## config.mk

```make
export PLATFORM = sky130hd
export DESIGN_NAME = vga_top
export DESIGN_NICKNAME = d
export VERILOG_FILES = /design/src/vga_pkg.sv /design/src/vga_timing.sv /design/src/draw_bg.sv /design/src/draw_rect.sv /design/src/rect_ctl.sv /design/src/vga_top.sv
export SDC_FILE = /design/constraint.sdc
export NUM_CORES = 1
export LEC_CHECK = 0
export ABC_CLOCK_PERIOD_IN_PS = 2700
export BUFFER_PORTS_ARGS = -buffer_cell sky130_fd_sc_hd__buf_2
export CAP_MARGIN = 5
export CORE_MARGIN = 2
export CORE_UTILIZATION = 62
export CTS_BUF_LIST = sky130_fd_sc_hd__clkbuf_2
export DETAILED_ROUTE_END_ITERATION = 10
export PLACE_DENSITY = 0.9
export SETUP_SLACK_MARGIN = 0.4
export SYNTH_ARGS = -nofsm -noshare
export SYNTH_HDL_FRONTEND = slang
export SYNTH_HIERARCHICAL = 1
export SYNTH_SLANG_ARGS = --single-unit
```

## constraint.sdc

```tcl
create_clock -name clk -period 2.7 [get_ports clk]
set_input_delay 0.135 -clock clk [delete_from_list [all_inputs] [get_ports clk]]
set_output_delay 0.135 -clock clk [all_outputs]
set_load 0.03 [all_outputs]
```

## src/vga_pkg.sv

```systemverilog
// vga pipeline shared definitions
package vga_pkg;

  // 4:4:4 rgb colours
  localparam logic [11:0] COL_BLACK  = 12'h000;
  localparam logic [11:0] COL_YELLOW = 12'hff0;  // top edge
  localparam logic [11:0] COL_RED    = 12'hf00;  // bottom edge
  localparam logic [11:0] COL_GREEN  = 12'h0f0;  // left edge
  localparam logic [11:0] COL_BLUE   = 12'h00f;  // right edge and markers
  localparam logic [11:0] COL_GRAY   = 12'h888;  // fill
  localparam logic [11:0] COL_RECT   = 12'hf0f;  // overlay rectangle

  // 800x600 raster, default parameter values only
  localparam int HOR_PIXELS  = 800;
  localparam int HOR_TOTAL   = 1056;
  localparam int HSYNC_START = 840;
  localparam int HSYNC_LEN   = 128;
  localparam int VER_PIXELS  = 600;
  localparam int VER_TOTAL   = 628;
  localparam int VSYNC_START = 601;
  localparam int VSYNC_LEN   = 4;

  localparam int MARKER_X_DEF = 550;  // first marker column
  localparam int RECT_W_DEF   = 48;
  localparam int RECT_H_DEF   = 64;

  // host command opcodes
  typedef enum logic [1:0] {
    OP_NOP       = 2'd0,
    OP_SET_X     = 2'd1,  // rectangle left column
    OP_SET_Y     = 2'd2,  // rectangle top row
    OP_SET_TOTAL = 2'd3   // marker offset, low 6 bits
  } cmd_op_t;

  // rect_ctl FSM
  typedef enum logic [1:0] {
    ST_IDLE    = 2'd0,
    ST_PENDING = 2'd1,
    ST_COMMIT  = 2'd2
  } ctl_state_t;

endpackage

```

## src/vga_timing.sv

```systemverilog
// vga raster timing generator
module vga_timing #(
  parameter int HOR_PIXELS  = vga_pkg::HOR_PIXELS,
  parameter int HOR_TOTAL   = vga_pkg::HOR_TOTAL,
  parameter int HSYNC_START = vga_pkg::HSYNC_START,
  parameter int HSYNC_LEN   = vga_pkg::HSYNC_LEN,
  parameter int VER_PIXELS  = vga_pkg::VER_PIXELS,
  parameter int VER_TOTAL   = vga_pkg::VER_TOTAL,
  parameter int VSYNC_START = vga_pkg::VSYNC_START,
  parameter int VSYNC_LEN   = vga_pkg::VSYNC_LEN
) (
  input  logic        clk,
  input  logic        rst,
  output logic [10:0] hcount,
  output logic [10:0] vcount,
  output logic        hsync,
  output logic        vsync,
  output logic        hblnk,
  output logic        vblnk
);

  localparam logic [10:0] H_LAST    = 11'(HOR_TOTAL - 1);
  localparam logic [10:0] V_LAST    = 11'(VER_TOTAL - 1);
  localparam logic [10:0] HS_BEGIN  = 11'(HSYNC_START);
  localparam logic [10:0] HS_END    = 11'(HSYNC_START + HSYNC_LEN);
  localparam logic [10:0] VS_BEGIN  = 11'(VSYNC_START);
  localparam logic [10:0] VS_END    = 11'(VSYNC_START + VSYNC_LEN);
  localparam logic [10:0] H_VISIBLE = 11'(HOR_PIXELS);
  localparam logic [10:0] V_VISIBLE = 11'(VER_PIXELS);

  logic [10:0] hcount_nxt;
  logic [10:0] vcount_nxt;
  logic        line_end;

  assign line_end = (hcount == H_LAST);

  // next position, flags are derived from it so all outputs stay registered
  always_comb begin
    hcount_nxt = line_end ? 11'd0 : hcount + 11'd1;
    vcount_nxt = vcount;
    if (line_end) begin
      if (vcount == V_LAST) begin
        vcount_nxt = 11'd0;  // frame wrap
      end else begin
        vcount_nxt = vcount + 11'd1;
      end
    end
  end

  always_ff @(posedge clk) begin
    if (rst) begin
      hcount <= 11'd0;
      vcount <= 11'd0;
      hsync  <= 1'b0;
      vsync  <= 1'b0;
      hblnk  <= 1'b0;
      vblnk  <= 1'b0;
    end else begin
      hcount <= hcount_nxt;
      vcount <= vcount_nxt;
      hblnk  <= (hcount_nxt >= H_VISIBLE);  // outside active columns
      vblnk  <= (vcount_nxt >= V_VISIBLE);  // outside active rows
      hsync  <= (hcount_nxt >= HS_BEGIN) && (hcount_nxt < HS_END);
      vsync  <= (vcount_nxt >= VS_BEGIN) && (vcount_nxt < VS_END);
    end
  end

  // counter must wrap before leaving the line
  a_hcount_range: assert property (
    @(posedge clk) disable iff (rst) hcount <= H_LAST
  );

endmodule

```

## src/draw_bg.sv

```systemverilog
// background, borders and markers
module draw_bg import vga_pkg::*; #(
  parameter int HOR_PIXELS = vga_pkg::HOR_PIXELS,
  parameter int VER_PIXELS = vga_pkg::VER_PIXELS,
  parameter int MARKER_X   = MARKER_X_DEF
) (
  input  logic        clk,
  input  logic        rst,
  input  logic [5:0]  total,
  input  logic [10:0] hcount_in,
  input  logic [10:0] vcount_in,
  input  logic        hsync_in,
  input  logic        vsync_in,
  input  logic        hblnk_in,
  input  logic        vblnk_in,
  output logic [10:0] hcount_out,
  output logic [10:0] vcount_out,
  output logic        hsync_out,
  output logic        vsync_out,
  output logic        hblnk_out,
  output logic        vblnk_out,
  output logic [11:0] rgb_out
);

  localparam logic [10:0] LAST_COL = 11'(HOR_PIXELS - 1);
  localparam logic [10:0] LAST_ROW = 11'(VER_PIXELS - 1);
  localparam logic [10:0] MARK_A   = 11'(MARKER_X);

  logic [11:0] rgb_nxt;
  logic [10:0] mark_b;

  assign mark_b = MARK_A + 11'(total);  // second marker trails the first

  always_comb begin
    if (hblnk_in || vblnk_in) begin
      rgb_nxt = COL_BLACK;
    end else if (vcount_in == 11'd0) begin
      rgb_nxt = COL_YELLOW;  // top edge
    end else if (vcount_in == LAST_ROW) begin
      rgb_nxt = COL_RED;  // bottom edge
    end else if (hcount_in == 11'd0) begin
      rgb_nxt = COL_GREEN;  // left edge
    end else if (hcount_in == LAST_COL) begin
      rgb_nxt = COL_BLUE;  // right edge
    end else if ((hcount_in == MARK_A) || (hcount_in == mark_b)) begin
      rgb_nxt = COL_BLUE;  // markers
    end else begin
      rgb_nxt = COL_GRAY;
    end
  end

  always_ff @(posedge clk) begin
    if (rst) begin
      hcount_out <= 11'd0;
      vcount_out <= 11'd0;
      hsync_out  <= 1'b0;
      vsync_out  <= 1'b0;
      hblnk_out  <= 1'b0;
      vblnk_out  <= 1'b0;
      rgb_out    <= COL_BLACK;
    end else begin
      hcount_out <= hcount_in;
      vcount_out <= vcount_in;
      hsync_out  <= hsync_in;
      vsync_out  <= vsync_in;
      hblnk_out  <= hblnk_in;
      vblnk_out  <= vblnk_in;
      rgb_out    <= rgb_nxt;
    end
  end

endmodule

```

## src/draw_rect.sv

```systemverilog
// filled rectangle overlay
module draw_rect import vga_pkg::*; #(
  parameter int RECT_W = RECT_W_DEF,
  parameter int RECT_H = RECT_H_DEF
) (
  input  logic        clk,
  input  logic        rst,
  input  logic [10:0] rect_x,
  input  logic [10:0] rect_y,
  input  logic [10:0] hcount_in,
  input  logic [10:0] vcount_in,
  input  logic        hsync_in,
  input  logic        vsync_in,
  input  logic        hblnk_in,
  input  logic        vblnk_in,
  input  logic [11:0] rgb_in,
  output logic [10:0] hcount_out,
  output logic [10:0] vcount_out,
  output logic        hsync_out,
  output logic        vsync_out,
  output logic        hblnk_out,
  output logic        vblnk_out,
  output logic [11:0] rgb_out
);

  logic [11:0] x_end;  // one bit wider, rect may run past the counter range
  logic [11:0] y_end;
  logic        in_cols;
  logic        in_rows;
  logic        blank;
  logic [11:0] rgb_nxt;

  assign x_end = {1'b0, rect_x} + 12'(RECT_W);
  assign y_end = {1'b0, rect_y} + 12'(RECT_H);

  assign in_cols = (hcount_in >= rect_x) && ({1'b0, hcount_in} < x_end);
  assign in_rows = (vcount_in >= rect_y) && ({1'b0, vcount_in} < y_end);
  assign blank   = hblnk_in || vblnk_in;

  // overlay wins over borders and markers
  always_comb begin
    rgb_nxt = rgb_in;
    if (!blank && in_cols && in_rows) begin
      rgb_nxt = COL_RECT;
    end
  end

  always_ff @(posedge clk) begin
    if (rst) begin
      hcount_out <= 11'd0;
      vcount_out <= 11'd0;
      hsync_out  <= 1'b0;
      vsync_out  <= 1'b0;
      hblnk_out  <= 1'b0;
      vblnk_out  <= 1'b0;
      rgb_out    <= COL_BLACK;
    end else begin
      hcount_out <= hcount_in;
      vcount_out <= vcount_in;
      hsync_out  <= hsync_in;
      vsync_out  <= vsync_in;
      hblnk_out  <= hblnk_in;
      vblnk_out  <= vblnk_in;
      rgb_out    <= rgb_nxt;
    end
  end

  // whole pipeline keeps blanking dark, relies on the stage before too
  a_blank_black: assert property (
    @(posedge clk) disable iff (rst)
    (hblnk_out || vblnk_out) |-> (rgb_out == COL_BLACK)
  );

endmodule

```

## src/rect_ctl.sv

```systemverilog
// host command port with frame-synchronous commit
module rect_ctl import vga_pkg::*; (
  input  logic        clk,
  input  logic        rst,
  input  logic        cmd_valid,
  input  cmd_op_t     cmd_op,
  input  logic [10:0] cmd_arg,
  input  logic        vblnk,
  output logic        cmd_ready,
  output logic [5:0]  total,
  output logic [10:0] rect_x,
  output logic [10:0] rect_y
);

  ctl_state_t  state;
  ctl_state_t  state_nxt;
  logic        vblnk_d;
  logic        vblnk_rise;
  logic        cmd_accept;
  logic [5:0]  shadow_total;
  logic [10:0] shadow_x;
  logic [10:0] shadow_y;

  assign cmd_ready  = (state != ST_COMMIT);  // one-cycle stall while copying
  assign cmd_accept = cmd_valid && cmd_ready;
  assign vblnk_rise = vblnk && !vblnk_d;

  always_comb begin
    state_nxt = state;
    case (state)
      ST_IDLE: begin
        if (cmd_accept && vblnk_rise) begin
          state_nxt = ST_COMMIT;  // fresh command still makes this blank
        end else if (cmd_accept) begin
          state_nxt = ST_PENDING;
        end
      end
      ST_PENDING: begin
        if (vblnk_rise) begin
          state_nxt = ST_COMMIT;
        end
      end
      ST_COMMIT: state_nxt = ST_IDLE;
      default:   state_nxt = ST_IDLE;
    endcase
  end

  always_ff @(posedge clk) begin
    if (rst) begin
      state   <= ST_IDLE;
      vblnk_d <= 1'b0;
    end else begin
      state   <= state_nxt;
      vblnk_d <= vblnk;
    end
  end

  // shadow copies, last write per opcode wins
  always_ff @(posedge clk) begin
    if (rst) begin
      shadow_total <= 6'd0;
      shadow_x     <= 11'd0;
      shadow_y     <= 11'd0;
    end else if (cmd_accept) begin
      case (cmd_op)
        OP_SET_X:     shadow_x     <= cmd_arg;
        OP_SET_Y:     shadow_y     <= cmd_arg;
        OP_SET_TOTAL: shadow_total <= cmd_arg[5:0];
        default:      ;  // nop
      endcase
    end
  end

  // live values seen by the drawing stages
  always_ff @(posedge clk) begin
    if (rst) begin
      total  <= 6'd0;
      rect_x <= 11'd0;
      rect_y <= 11'd0;
    end else if (state == ST_COMMIT) begin
      total  <= shadow_total;
      rect_x <= shadow_x;
      rect_y <= shadow_y;
    end
  end

  // no tearing: updates land only inside vertical blanking
  a_live_in_blank: assert property (
    @(posedge clk) disable iff (rst)
    $changed({total, rect_x, rect_y}) |-> $past(vblnk)
  );

endmodule

```

## src/vga_top.sv

```systemverilog
// vga display pipeline top
module vga_top import vga_pkg::*; #(
  parameter int HOR_PIXELS  = vga_pkg::HOR_PIXELS,
  parameter int HOR_TOTAL   = vga_pkg::HOR_TOTAL,
  parameter int HSYNC_START = vga_pkg::HSYNC_START,
  parameter int HSYNC_LEN   = vga_pkg::HSYNC_LEN,
  parameter int VER_PIXELS  = vga_pkg::VER_PIXELS,
  parameter int VER_TOTAL   = vga_pkg::VER_TOTAL,
  parameter int VSYNC_START = vga_pkg::VSYNC_START,
  parameter int VSYNC_LEN   = vga_pkg::VSYNC_LEN,
  parameter int MARKER_X    = MARKER_X_DEF,
  parameter int RECT_W      = RECT_W_DEF,
  parameter int RECT_H      = RECT_H_DEF
) (
  input  logic        clk,
  input  logic        rst,
  input  logic        cmd_valid,
  input  cmd_op_t     cmd_op,
  input  logic [10:0] cmd_arg,
  output logic        cmd_ready,
  output logic [10:0] hcount,
  output logic [10:0] vcount,
  output logic        hsync,
  output logic        vsync,
  output logic        hblnk,
  output logic        vblnk,
  output logic [11:0] rgb
);

  // timing generator outputs
  logic [10:0] tim_hcount;
  logic [10:0] tim_vcount;
  logic        tim_hsync;
  logic        tim_vsync;
  logic        tim_hblnk;
  logic        tim_vblnk;

  // background stage outputs
  logic [10:0] bg_hcount;
  logic [10:0] bg_vcount;
  logic        bg_hsync;
  logic        bg_vsync;
  logic        bg_hblnk;
  logic        bg_vblnk;
  logic [11:0] bg_rgb;

  // live configuration
  logic [5:0]  total;
  logic [10:0] rect_x;
  logic [10:0] rect_y;

  vga_timing #(
    .HOR_PIXELS  (HOR_PIXELS),
    .HOR_TOTAL   (HOR_TOTAL),
    .HSYNC_START (HSYNC_START),
    .HSYNC_LEN   (HSYNC_LEN),
    .VER_PIXELS  (VER_PIXELS),
    .VER_TOTAL   (VER_TOTAL),
    .VSYNC_START (VSYNC_START),
    .VSYNC_LEN   (VSYNC_LEN)
  ) u_vga_timing (
    .clk    (clk),
    .rst    (rst),
    .hcount (tim_hcount),
    .vcount (tim_vcount),
    .hsync  (tim_hsync),
    .vsync  (tim_vsync),
    .hblnk  (tim_hblnk),
    .vblnk  (tim_vblnk)
  );

  rect_ctl u_rect_ctl (
    .clk       (clk),
    .rst       (rst),
    .cmd_valid (cmd_valid),
    .cmd_op    (cmd_op),
    .cmd_arg   (cmd_arg),
    .vblnk     (tim_vblnk),  // commit follows the generator, not the delayed stream
    .cmd_ready (cmd_ready),
    .total     (total),
    .rect_x    (rect_x),
    .rect_y    (rect_y)
  );

  draw_bg #(
    .HOR_PIXELS (HOR_PIXELS),
    .VER_PIXELS (VER_PIXELS),
    .MARKER_X   (MARKER_X)
  ) u_draw_bg (
    .clk        (clk),
    .rst        (rst),
    .total      (total),
    .hcount_in  (tim_hcount),
    .vcount_in  (tim_vcount),
    .hsync_in   (tim_hsync),
    .vsync_in   (tim_vsync),
    .hblnk_in   (tim_hblnk),
    .vblnk_in   (tim_vblnk),
    .hcount_out (bg_hcount),
    .vcount_out (bg_vcount),
    .hsync_out  (bg_hsync),
    .vsync_out  (bg_vsync),
    .hblnk_out  (bg_hblnk),
    .vblnk_out  (bg_vblnk),
    .rgb_out    (bg_rgb)
  );

  draw_rect #(
    .RECT_W (RECT_W),
    .RECT_H (RECT_H)
  ) u_draw_rect (
    .clk        (clk),
    .rst        (rst),
    .rect_x     (rect_x),
    .rect_y     (rect_y),
    .hcount_in  (bg_hcount),
    .vcount_in  (bg_vcount),
    .hsync_in   (bg_hsync),
    .vsync_in   (bg_vsync),
    .hblnk_in   (bg_hblnk),
    .vblnk_in   (bg_vblnk),
    .rgb_in     (bg_rgb),
    .hcount_out (hcount),
    .vcount_out (vcount),
    .hsync_out  (hsync),
    .vsync_out  (vsync),
    .hblnk_out  (hblnk),
    .vblnk_out  (vblnk),
    .rgb_out    (rgb)
  );

endmodule

```

==> impl_metrics.tcl, run 1 <==
set metrics [dict create \
    status "complete, no violations" \
    async_flop_share_pct 0 \
    antenna-diode-count 0 \
    rows 38 \
    power_frac_comb_pct 6.5 \
    ios 55 \
    coreArea_um2 11000 \
    clkLatencyLatePin_ns 0.67 \
    synth_top_cell_by_area "dfxtp_1" \
    crit_chain "o2111ai_4 -> xnor2_2 -> ha_1 -> a21o_1 -> a21oi_2 -> o211ai_1 -> a41oi_2 -> buf_4 -> nand4b_4 -> and3b_2" \
    clk_pin_slew_ns 0.19 \
    clk_path_buf_depth 2 \
    worst_slew_pin_slew_ns 0.814 \
    fin_tns_setup_ns 0 \
    r2r_end "u_draw_rect/rgb_out[7]" \
    r2r_slack_ns 0.35 \
    whs_path_depth 4 \
    cts_buffers 17 \
    grt_pass1_wl_mm 27.6 \
    io_buffers 54 \
    slowest_stage "dfxtp_4" \
    path_class "reg -> reg" \
    min_to "u_rect_ctl/shadow_x[9]" \
    synth_top_cell_area_share_pct 43.9 \
    slew_headroom_pct 45.7 \
    drt_pre_antenna_iters 9 \
    cts_tree "done" \
    p_seq_share_pct 60.9 \
    switching_share_pct 23.6 \
    intPower_w 0.00295 \
    drt_iter0_drc 478 \
    htree_levels 4 \
    irDropWorstVdd_mv 0.423 \
    die_w_um 111 \
    endpoint_kind "flop" \
    fin_crit_sh_pct 87.2 \
    r2r_start "u_rect_ctl/rect_x[5]" \
    post-route-min-period_ns 2.35 \
    cts.sink_count 155 \
    dp_slack_ns 0.0661 \
    synth_area_um2 7070 \
    antenna_found_initial 0 \
    synth-edff-count 0 \
    setup-violations-final 0 \
    dieArea_um2 12300 \
    fin_skew_ns 0.0245 \
    cts-root-buf "clkbuf_2" \
    grt_max_degree 95 \
    synthCells 770 \
    worst_hold_startpoint "cmd_arg[9]" \
    cap_violations 0 \
    route.detailed.drc 0 \
    fmax_mhz 425 \
    ys_types 71 \
    critPathRequiredTime_ns 3.29 \
    initial_core_util_pct 64.4 \
    routed_wl_mm 17.4 \
    wl_per_cell_um 17.3 \
    num_vias 5891 \
    report.final.slew_viol_count 0 \
    layout_common_cells "dfxtp_1, nand2_1, nor2b_1, buf_2, a21oi_1" \
    rsz0062_at_grt "yes" \
    grt.overflow.total 0 \
    pwr-share-clk_pct 32.6 \
    leakage_nw 3.35 \
    synth.area.top_cells "dfxtp_1, ha_1, nor2b_1" \
    place_congestion 0.971 \
    final-hold-violation-count 0 \
    p_per_area_nw_per_um2 470 \
    syn_area_per_cell_um2 9.18 \
    cp_max_fo 6 \
    critPathLaunchType "flop" \
    drt-vias-per-instance 5.86 \
    track_usage_pct 27.5 \
    slowest_delay_ns 0.41 \
    worstPathArrival_ns 2.94 \
    r2r_cells 10 \
    yosysWarnings 6 \
    final_nets 910 \
    layout_commonest_cell "dfxtp_1" \
    synth-main-ff-cell "dfxtp_1" \
    ys_seq_area_share_pct 43.9 \
    worst_slack_ns 0.345 \
    syn_nets 825 \
    ant_nets 0 \
    area_delta_synth_final_pct 16.2 \
    ys_ff_latch 155 \
    place.detailed.hpwl_mm 11.6 \
    drive_gt1_share_pct 21.2 \
    die_h_um 111 \
    hp-class "in -> reg" \
    p_sw_w 0.000909 \
    grt_pass1_vias 5842 \
]
## synthesized netlist by cell type, drive strengths merged (2+ instances only)
master / number
nand4: 13
nand4b: 3
inv: 42
o2111ai: 3
o21ai: 19
and4: 4
and3b: 4
or2: 2
nor4: 10
a21o: 8
or4: 3
dfxtp: 155
nor2: 41
a211oi: 4
a211o: 2
buf: 18
xnor2: 21
xor2: 12
a31oi: 5
o21bai: 2
or4b: 2
o221ai: 2
a221oi: 2
nor4b: 3
nand3: 16
nand2: 79
clkbuf: 24
nand2b: 45
mux2i: 29
or3: 8
ha: 39
a21oi: 58
nor3: 16
nor2b: 57
o211ai: 3
## state kept, by name, indices dropped and copies added (netlist names), 6 cells and up
register / flops
u_draw_bg/vcount_out: 11
u_rect_ctl/rect_x: 11
u_rect_ctl/total: 6
u_draw_rect/vcount_out: 11
u_vga_timing/vcount: 11
u_draw_bg/hcount_out: 11
u_draw_rect/hcount_out: 11
u_rect_ctl/shadow_x: 11
u_rect_ctl/shadow_total: 6
u_rect_ctl/rect_y: 11
u_draw_bg/rgb_out: 6
u_vga_timing/hcount: 11
u_rect_ctl/shadow_y: 11
u_draw_rect/rgb_out: 12
## per-layer routing
| layer | share of wire [%] | global-route usage, % | vias up |
|---|---|---|---|
| met2 | 51 | 49.8 | 230 |
| met1 | 40 | 31.6 | 2812 |
| li1 | - | - | 2793 |
| met5 | 0 | 0 | - |
| met4 | 3.2 | 11.2 | 0 |
| met3 | 5.9 | 5.69 | 56 |
## how the worst max path moves through the flow
stage | startpoint | endpoint | slack [ns] | cells past startpoint
final | u_rect_ctl/rect_x[5] | u_draw_rect/rgb_out[7] | 0.35 | 10
after detailed placement | u_rect_ctl/rect_x[4] | u_draw_rect/rgb_out[7] | 0.07 | 11
after global routing | u_rect_ctl/rect_x[4] | u_draw_rect/rgb_out[7] | 0.30 | 8
after CTS | u_rect_ctl/rect_x[4] | u_draw_rect/rgb_out[7] | 0.40 | 9
after floorplan | u_vga_timing/hcount[6] | u_vga_timing/vsync | 0.42 | 8
after global placement | u_rect_ctl/rect_x[4] | u_draw_rect/rgb_out[4] | 0.20 | 11
## layout make-up
cell class              instances  area, µm²
inverters                      42        160
repair buffers                107        723
fillers                       722       2770
clock buffers                  21        105
multi-input cells             532       3780
clock inverters                 9        124
well taps                     140        175
flip-flops and latches        155       3140
## repair_timing
item | CTS | global route
endpoints found under the setup margin | 14 | 16
resized for setup | 25 | 38
pin swaps | 7 | 14
buffers inserted | 3 | 11
cloned | 1 | 0
endpoints found under the hold margin | 62 | 0
hold buffers | 21 | 0
## cells by family after synthesis
| group | synth area share, % |
|---|---|
| AO/OA/AOI/OAI | 10.3 |
| XOR/XNOR | 4.09 |
| adder cells (fa/ha/maj) | 6.90 |
| buffers and inverters | 5.42 |
| flip-flops | 43.9 |
| multiplexers | 4.11 |
| AND/OR/NAND/NOR | 25.3 |
## power groups by stage
| stage | Combinational (W) | Sequential (W) | Clock, W |
|---|---|---|---|
| floorplan | 0.000123 | 0.00242 | 0 |
| global placement | 0.000194 | 0.00240 | 0 |
| detailed placement | 0.000200 | 0.00240 | 0 |
| CTS | 0.000231 | 0.00235 | 0.00129 |
| global route | 0.000269 | 0.00235 | 0.00137 |
| finish | 0.000250 | 0.00235 | 0.00126 |
## critical path: cells and delay by family, from the launching register on
kind / cells / cell delay (ns)
XOR/XNOR: 1 / 0.14
flip-flops: 1 / 0.41
adder cells (fa/ha/maj): 1 / 0.26
AO/OA/AOI/OAI: 5 / 0.92
buffers and inverters: 1 / 0.16
AND/OR/NAND/NOR: 2 / 0.38
## metrics by stage
step	hold WS, ns	std cells	area (µm²)	total power, W	utilization, %
4_1_cts	0.208	995	7990	0.00387	72.8
2_1_floorplan	0.207	770	7070	0.00255	-
5_1_grt	0.239	1006	8210	0.00399	74.8
6_report	0.294	1006	8210	0.00386	74.8
3_5_place_dp	0.426	940	7430	0.00260	67.7
3_3_place_gp	0.416	940	7430	0.00259	67.7
No activity file was read; power rests on OpenSTA's default activity.
==> inputs of run 2 (changes only) <==
==> constraint.sdc (replaced) <==
create_clock -name clk -period 2.7 [get_ports clk]
set_input_delay 0.54 -clock clk [delete_from_list [all_inputs] [get_ports clk]]
set_output_delay 0.54 -clock clk [all_outputs]
set_load 0.03 [all_outputs]
==> impl_metrics.tcl, run 2 (synthesized netlist as in run 1, its figures left out) <==
set metrics [dict create \
    fin_crit_sh_pct 87.8 \
    coreArea_um2 11000 \
    worstPathArrival_ns 3.01 \
    grt_max_degree 56 \
    leakage_nw 3.24 \
    layout_common_cells "dfxtp_1, nand2_1, nor2b_1, buf_2, a21oi_1" \
    area_delta_synth_final_pct 13.5 \
    cts.sink_count 155 \
    hp-class "in -> reg" \
    grt_pass1_wl_mm 27.6 \
    place_congestion 0.983 \
    fillCellCount 733 \
    slew_headroom_pct 55.8 \
    final-hold-violation-count 0 \
    ios 55 \
    final_nets 885 \
    fin_tns_setup_ns 0 \
    cts-root-buf "clkbuf_2" \
    cts_buffers 17 \
    intPower_w 0.00313 \
    clk_path_buf_depth 2 \
    post-route-min-period_ns 2.37 \
    io_buffers 54 \
    utilization_pct 73.1 \
    grt.overflow.total 0 \
    setup-violations-final 0 \
    route.detailed.drc 0 \
    path_class "reg -> reg" \
    fin_skew_ns 0.0262 \
    rsz0062_at_grt "yes" \
    die_h_um 111 \
    critPathRequiredTime_ns 3.34 \
    cp_max_fo 6 \
    whs_ns 0.0809 \
    irDropWorstVdd_mv 0.488 \
    track_usage_pct 27.7 \
    initial_core_util_pct 64.4 \
    clk_pin_slew_ns 0.22 \
    p_per_area_nw_per_um2 513 \
    cts_tree "done" \
    multi_input_area_um2 3750 \
    cap_violations 0 \
    p_sw_w 0.000991 \
    die_w_um 111 \
    drt-vias-per-instance 5.85 \
    drt_iter0_drc 464 \
    critPathLaunchType "flop" \
    report.final.slew_viol_count 0 \
    top_usage_layer "met2" \
    ant_nets 0 \
    antenna_found_initial 0 \
    htree_levels 4 \
    worst_slew_pin_slew_ns 0.657 \
    num_vias 5753 \
    grt_pass1_vias 5826 \
    final_cells 983 \
    status "complete, no violations" \
    fmax_mhz 422 \
    grt_use_met3_pct 6.01 \
    antenna-diode-count 0 \
    use_met2_pct 48.5 \
    clkLatencyLatePin_ns 0.73 \
    p_seq_share_pct 57.1 \
    dieArea_um2 12300 \
    layout_commonest_cell "dfxtp_1" \
    power_frac_comb_pct 5.6 \
    top_register "u_draw_rect/rgb_out" \
    endpoint_kind "flop" \
    rows 38 \
    dp.cells 937 \
    final-seq-area_um2 3140 \
    switching_share_pct 24.1 \
    pwr-share-clk_pct 37.3 \
    drt_pre_antenna_iters 5 \
    wl_per_cell_um 17.7 \
    total_power_w 0.00412 \
    grt_use_met1_pct 31.9 \
    routed_wl_mm 17.4 \
    drive_gt1_share_pct 21.0 \
    largest_register_ffs 12 \
    place.detailed.hpwl_mm 11.6 \
]
run 2: cell count changes in the layout (fill, tap and decap cells not counted), sizes merged:
cell and change:
dlygate4sd3 -21, buf -4, clkbuf -3, inv +3, bufinv +2, clkinv -2
clkinvlp +2
run 2: area by class of cell:
type	count	area share [%]
flip-flops and latches	155	39.1
repair buffers	82	6.06
clock buffers	18	1.12
well taps	140	2.18
multi-input cells	532	46.7
clock inverters	14	2.71
inverters	42	2.09
run 2: repair_timing:
action | 4_1_cts | 5_1_grt
hold buffers | 0 | 0
gates cloned | 1 | 0
resized for setup | 28 | 33
pin swaps | 7 | 18
setup buffers | 5 | 8
setup endpoints to repair | 16 | 16
run 2: worst max-delay path, stage by stage (launching register included):
cell      delay, ns
dfxtp_4        0.41
buf_4          0.10
inv_1          0.03
ha_1           0.34
o21ai_0        0.16
o21bai_1       0.21
a221oi_1       0.13
o21ai_1        0.44
nand4b_4       0.21
and3b_2        0.24
run 2: worst paths after layout:
path | end | slack [ns] | from | depth (start not counted)
hold reg to reg | u_draw_rect/hsync_out | 0.45 | u_draw_bg/hsync_out | 1
setup / recovery | u_draw_rect/rgb_out[7] | 0.33 | u_rect_ctl/rect_y[6] | 9
hold / removal | u_rect_ctl/shadow_x[7] | 0.08 | cmd_arg[7] | 3
setup reg to reg | u_draw_rect/rgb_out[7] | 0.33 | u_rect_ctl/rect_y[6] | 9
run 2: power groups by stage:
stage | registers, W | logic (W) | clock network, W
after floorplan | 0.00242 | 0.000123 | 0
after global placement | 0.00240 | 0.000192 | 0
after detailed placement | 0.00240 | 0.000199 | 0
after CTS | 0.00236 | 0.000216 | 0.00155
after global routing | 0.00236 | 0.000246 | 0.00165
final | 0.00235 | 0.000230 | 0.00154
run 2: per-layer routing:
layer	part of all wire, %	vias up
met3	5.0	64
li1	-	2748
met4	4.0	0
met2	51	208
met1	40	2733
met5	0	-
run 2: metrics by stage:
stage / setup WS, ns / area, µm²
floorplan: 0.421 / 7070
detailed placement: 0.0883 / 7410
CTS: 0.368 / 7870
finish: 0.330 / 8030
global placement: 0.228 / 7410
global route: 0.243 / 8030
==> inputs of run 3 (changes only) <==
Settings changed: CORE_UTILIZATION 62 to 35, PLACE_DENSITY 0.9 to 0.59.
==> impl_metrics.tcl, run 3 (synthesized netlist as in run 1, its figures left out) <==
set metrics [dict create \
    status "complete, no violations" \
    ios 55 \
    die_h_um 146 \
    drt_iter0_drc 382 \
    layout_commonest_cell "dfxtp_1" \
    worst_slack_ns 0.455 \
    setup-violations-final 0 \
    ant_nets 0 \
    place.detailed.hpwl_mm 11.5 \
    largest_register_ffs 12 \
    drt_pre_antenna_iters 5 \
    fin_skew_ns 0.0245 \
    critPathRequiredTime_ns 3.36 \
    critPathLaunchType "flop" \
    cts.sink_count 155 \
    r2r_start "u_rect_ctl/rect_x[5]" \
    area_delta_synth_final_pct 15.2 \
    fillCellCount 1983 \
    cp_max_fo 8 \
    path_class "reg -> reg" \
    cts-root-buf "clkbuf_2" \
    post-route-min-period_ns 2.24 \
    cts_buffers 17 \
    grt_pass1_wl_mm 26.3 \
    layout_common_cells "dfxtp_1, nand2_1, nor2b_1, a21oi_1, buf_2" \
    multi_input_area_um2 3680 \
    drt-vias-per-instance 4.80 \
    final-hold-violation-count 0 \
    grt_max_degree 66 \
    io_buffers 54 \
    cap_violations 0 \
    num_vias 5341 \
    utilization_pct 41.4 \
    hp-class "in -> reg" \
    clkLatencyLatePin_ns 0.72 \
    slew_headroom_pct 53.3 \
    report.final.slew_viol_count 0 \
    antenna_found_initial 1 \
    fmax_mhz 445 \
    dieArea_um2 21400 \
    route.detailed.drc 0 \
    endpoint_kind "flop" \
    htree_levels 4 \
    rsz0062_at_grt "yes" \
    clk_pin_slew_ns 0.21 \
    final_nets 888 \
    wl_per_cell_um 14.3 \
    track_usage_pct 15.4 \
    grt.overflow.total 0 \
    fin_crit_sh_pct 83.1 \
    rows 51 \
    whs_ns 0.0862 \
    coreArea_um2 19700 \
    worst_slew_pin_slew_ns 0.693 \
    p_per_area_nw_per_um2 510 \
    top_register "u_draw_rect/rgb_out" \
    cts_hold_buf 0 \
    clk_path_buf_depth 2 \
    worst_hold_startpoint "cmd_arg[9]" \
    cts_tree "done" \
    final-seq-area_um2 3130 \
    startpoint "u_rect_ctl/rect_x[5]" \
    grt_pass1_vias 5252 \
    dp_slack_ns 0.290 \
    place_congestion 0.891 \
    die_w_um 146 \
    worstPathArrival_ns 2.90 \
    drive_gt1_share_pct 19.7 \
    irDropWorstVdd_mv 0.213 \
    fin_tns_setup_ns 0 \
    leakage_nw 3.25 \
    routed_wl_mm 15.9 \
    initial_core_util_pct 36.0 \
]
run 3: cell count changes in the layout (fill, tap and decap cells not counted), sizes merged:
cell      delta
clkinvlp     -2
nand4b       -1
bufinv       +1
clkinv       +3
inv          -2
diode        +1
buf          +4
run 3: metal layers:
metal	vias to the layer above	part of all wire, %	track usage [%]
met1	2504	47	19.3
li1	2741	-	-
met5	-	0	0
met2	82	49	26.6
met4	0	0.96	4.27
met3	14	3.0	3.28
run 3: per-stage QoR:
step	total power, W	instance area (µm²)	cells
floorplan	0.00255	7070	770
global route	0.00433	8150	1112
CTS	0.00420	7980	1103
global placement	0.00261	7600	1067
detailed placement	0.00261	7600	1067
finish	0.00416	8150	1112
run 3: cell type report:
class	count	area share (%)
Sequential cell	155	38.5
Multi-Input combinational cell	531	45.2
Timing Repair Buffer	86	6.34
Clock inverter	14	2.75
Clock buffer	18	1.11
Antenna cell	1	0.0307
Inverter	42	2.00
Tap cell	265	4.07
run 3: worst paths after layout:
kind	endpoint	cells after the start	slack [ns]
setup / recovery	u_draw_rect/rgb_out[11]	10	0.46
hold reg to reg	u_draw_rect/rgb_out[3]	2	0.45
hold / removal	u_rect_ctl/shadow_y[9]	3	0.09
setup reg to reg	u_draw_rect/rgb_out[11]	10	0.46
run 3: worst max-delay path: stages (launching register included):
cell and delay, ns:
dfxtp_4 0.41, o2111ai_2 0.21, xnor2_1 0.16, ha_1 0.27, a21o_1 0.19, a21oi_2 0.12, o211ai_1 0.13, a41oi_2 0.23
nand4b_4 0.16, buf_6 0.18, a21oi_2 0.14
run 3: timing repair:
item | in CTS | in global routing
pin swaps | 1 | 11
setup buffers | 4 | 8
resized for setup | 12 | 29
gates cloned | 0 | 0
endpoints found under the setup margin | 15 | 14
run 3: where the power goes:
part           leakage (nW)  switching [W]  internal [W]
clock                 0.185       0.000800      0.000789
sequential             1.26      0.0000230       0.00233
combinational          1.80       0.000132     0.0000860
total                  3.25       0.000955       0.00320
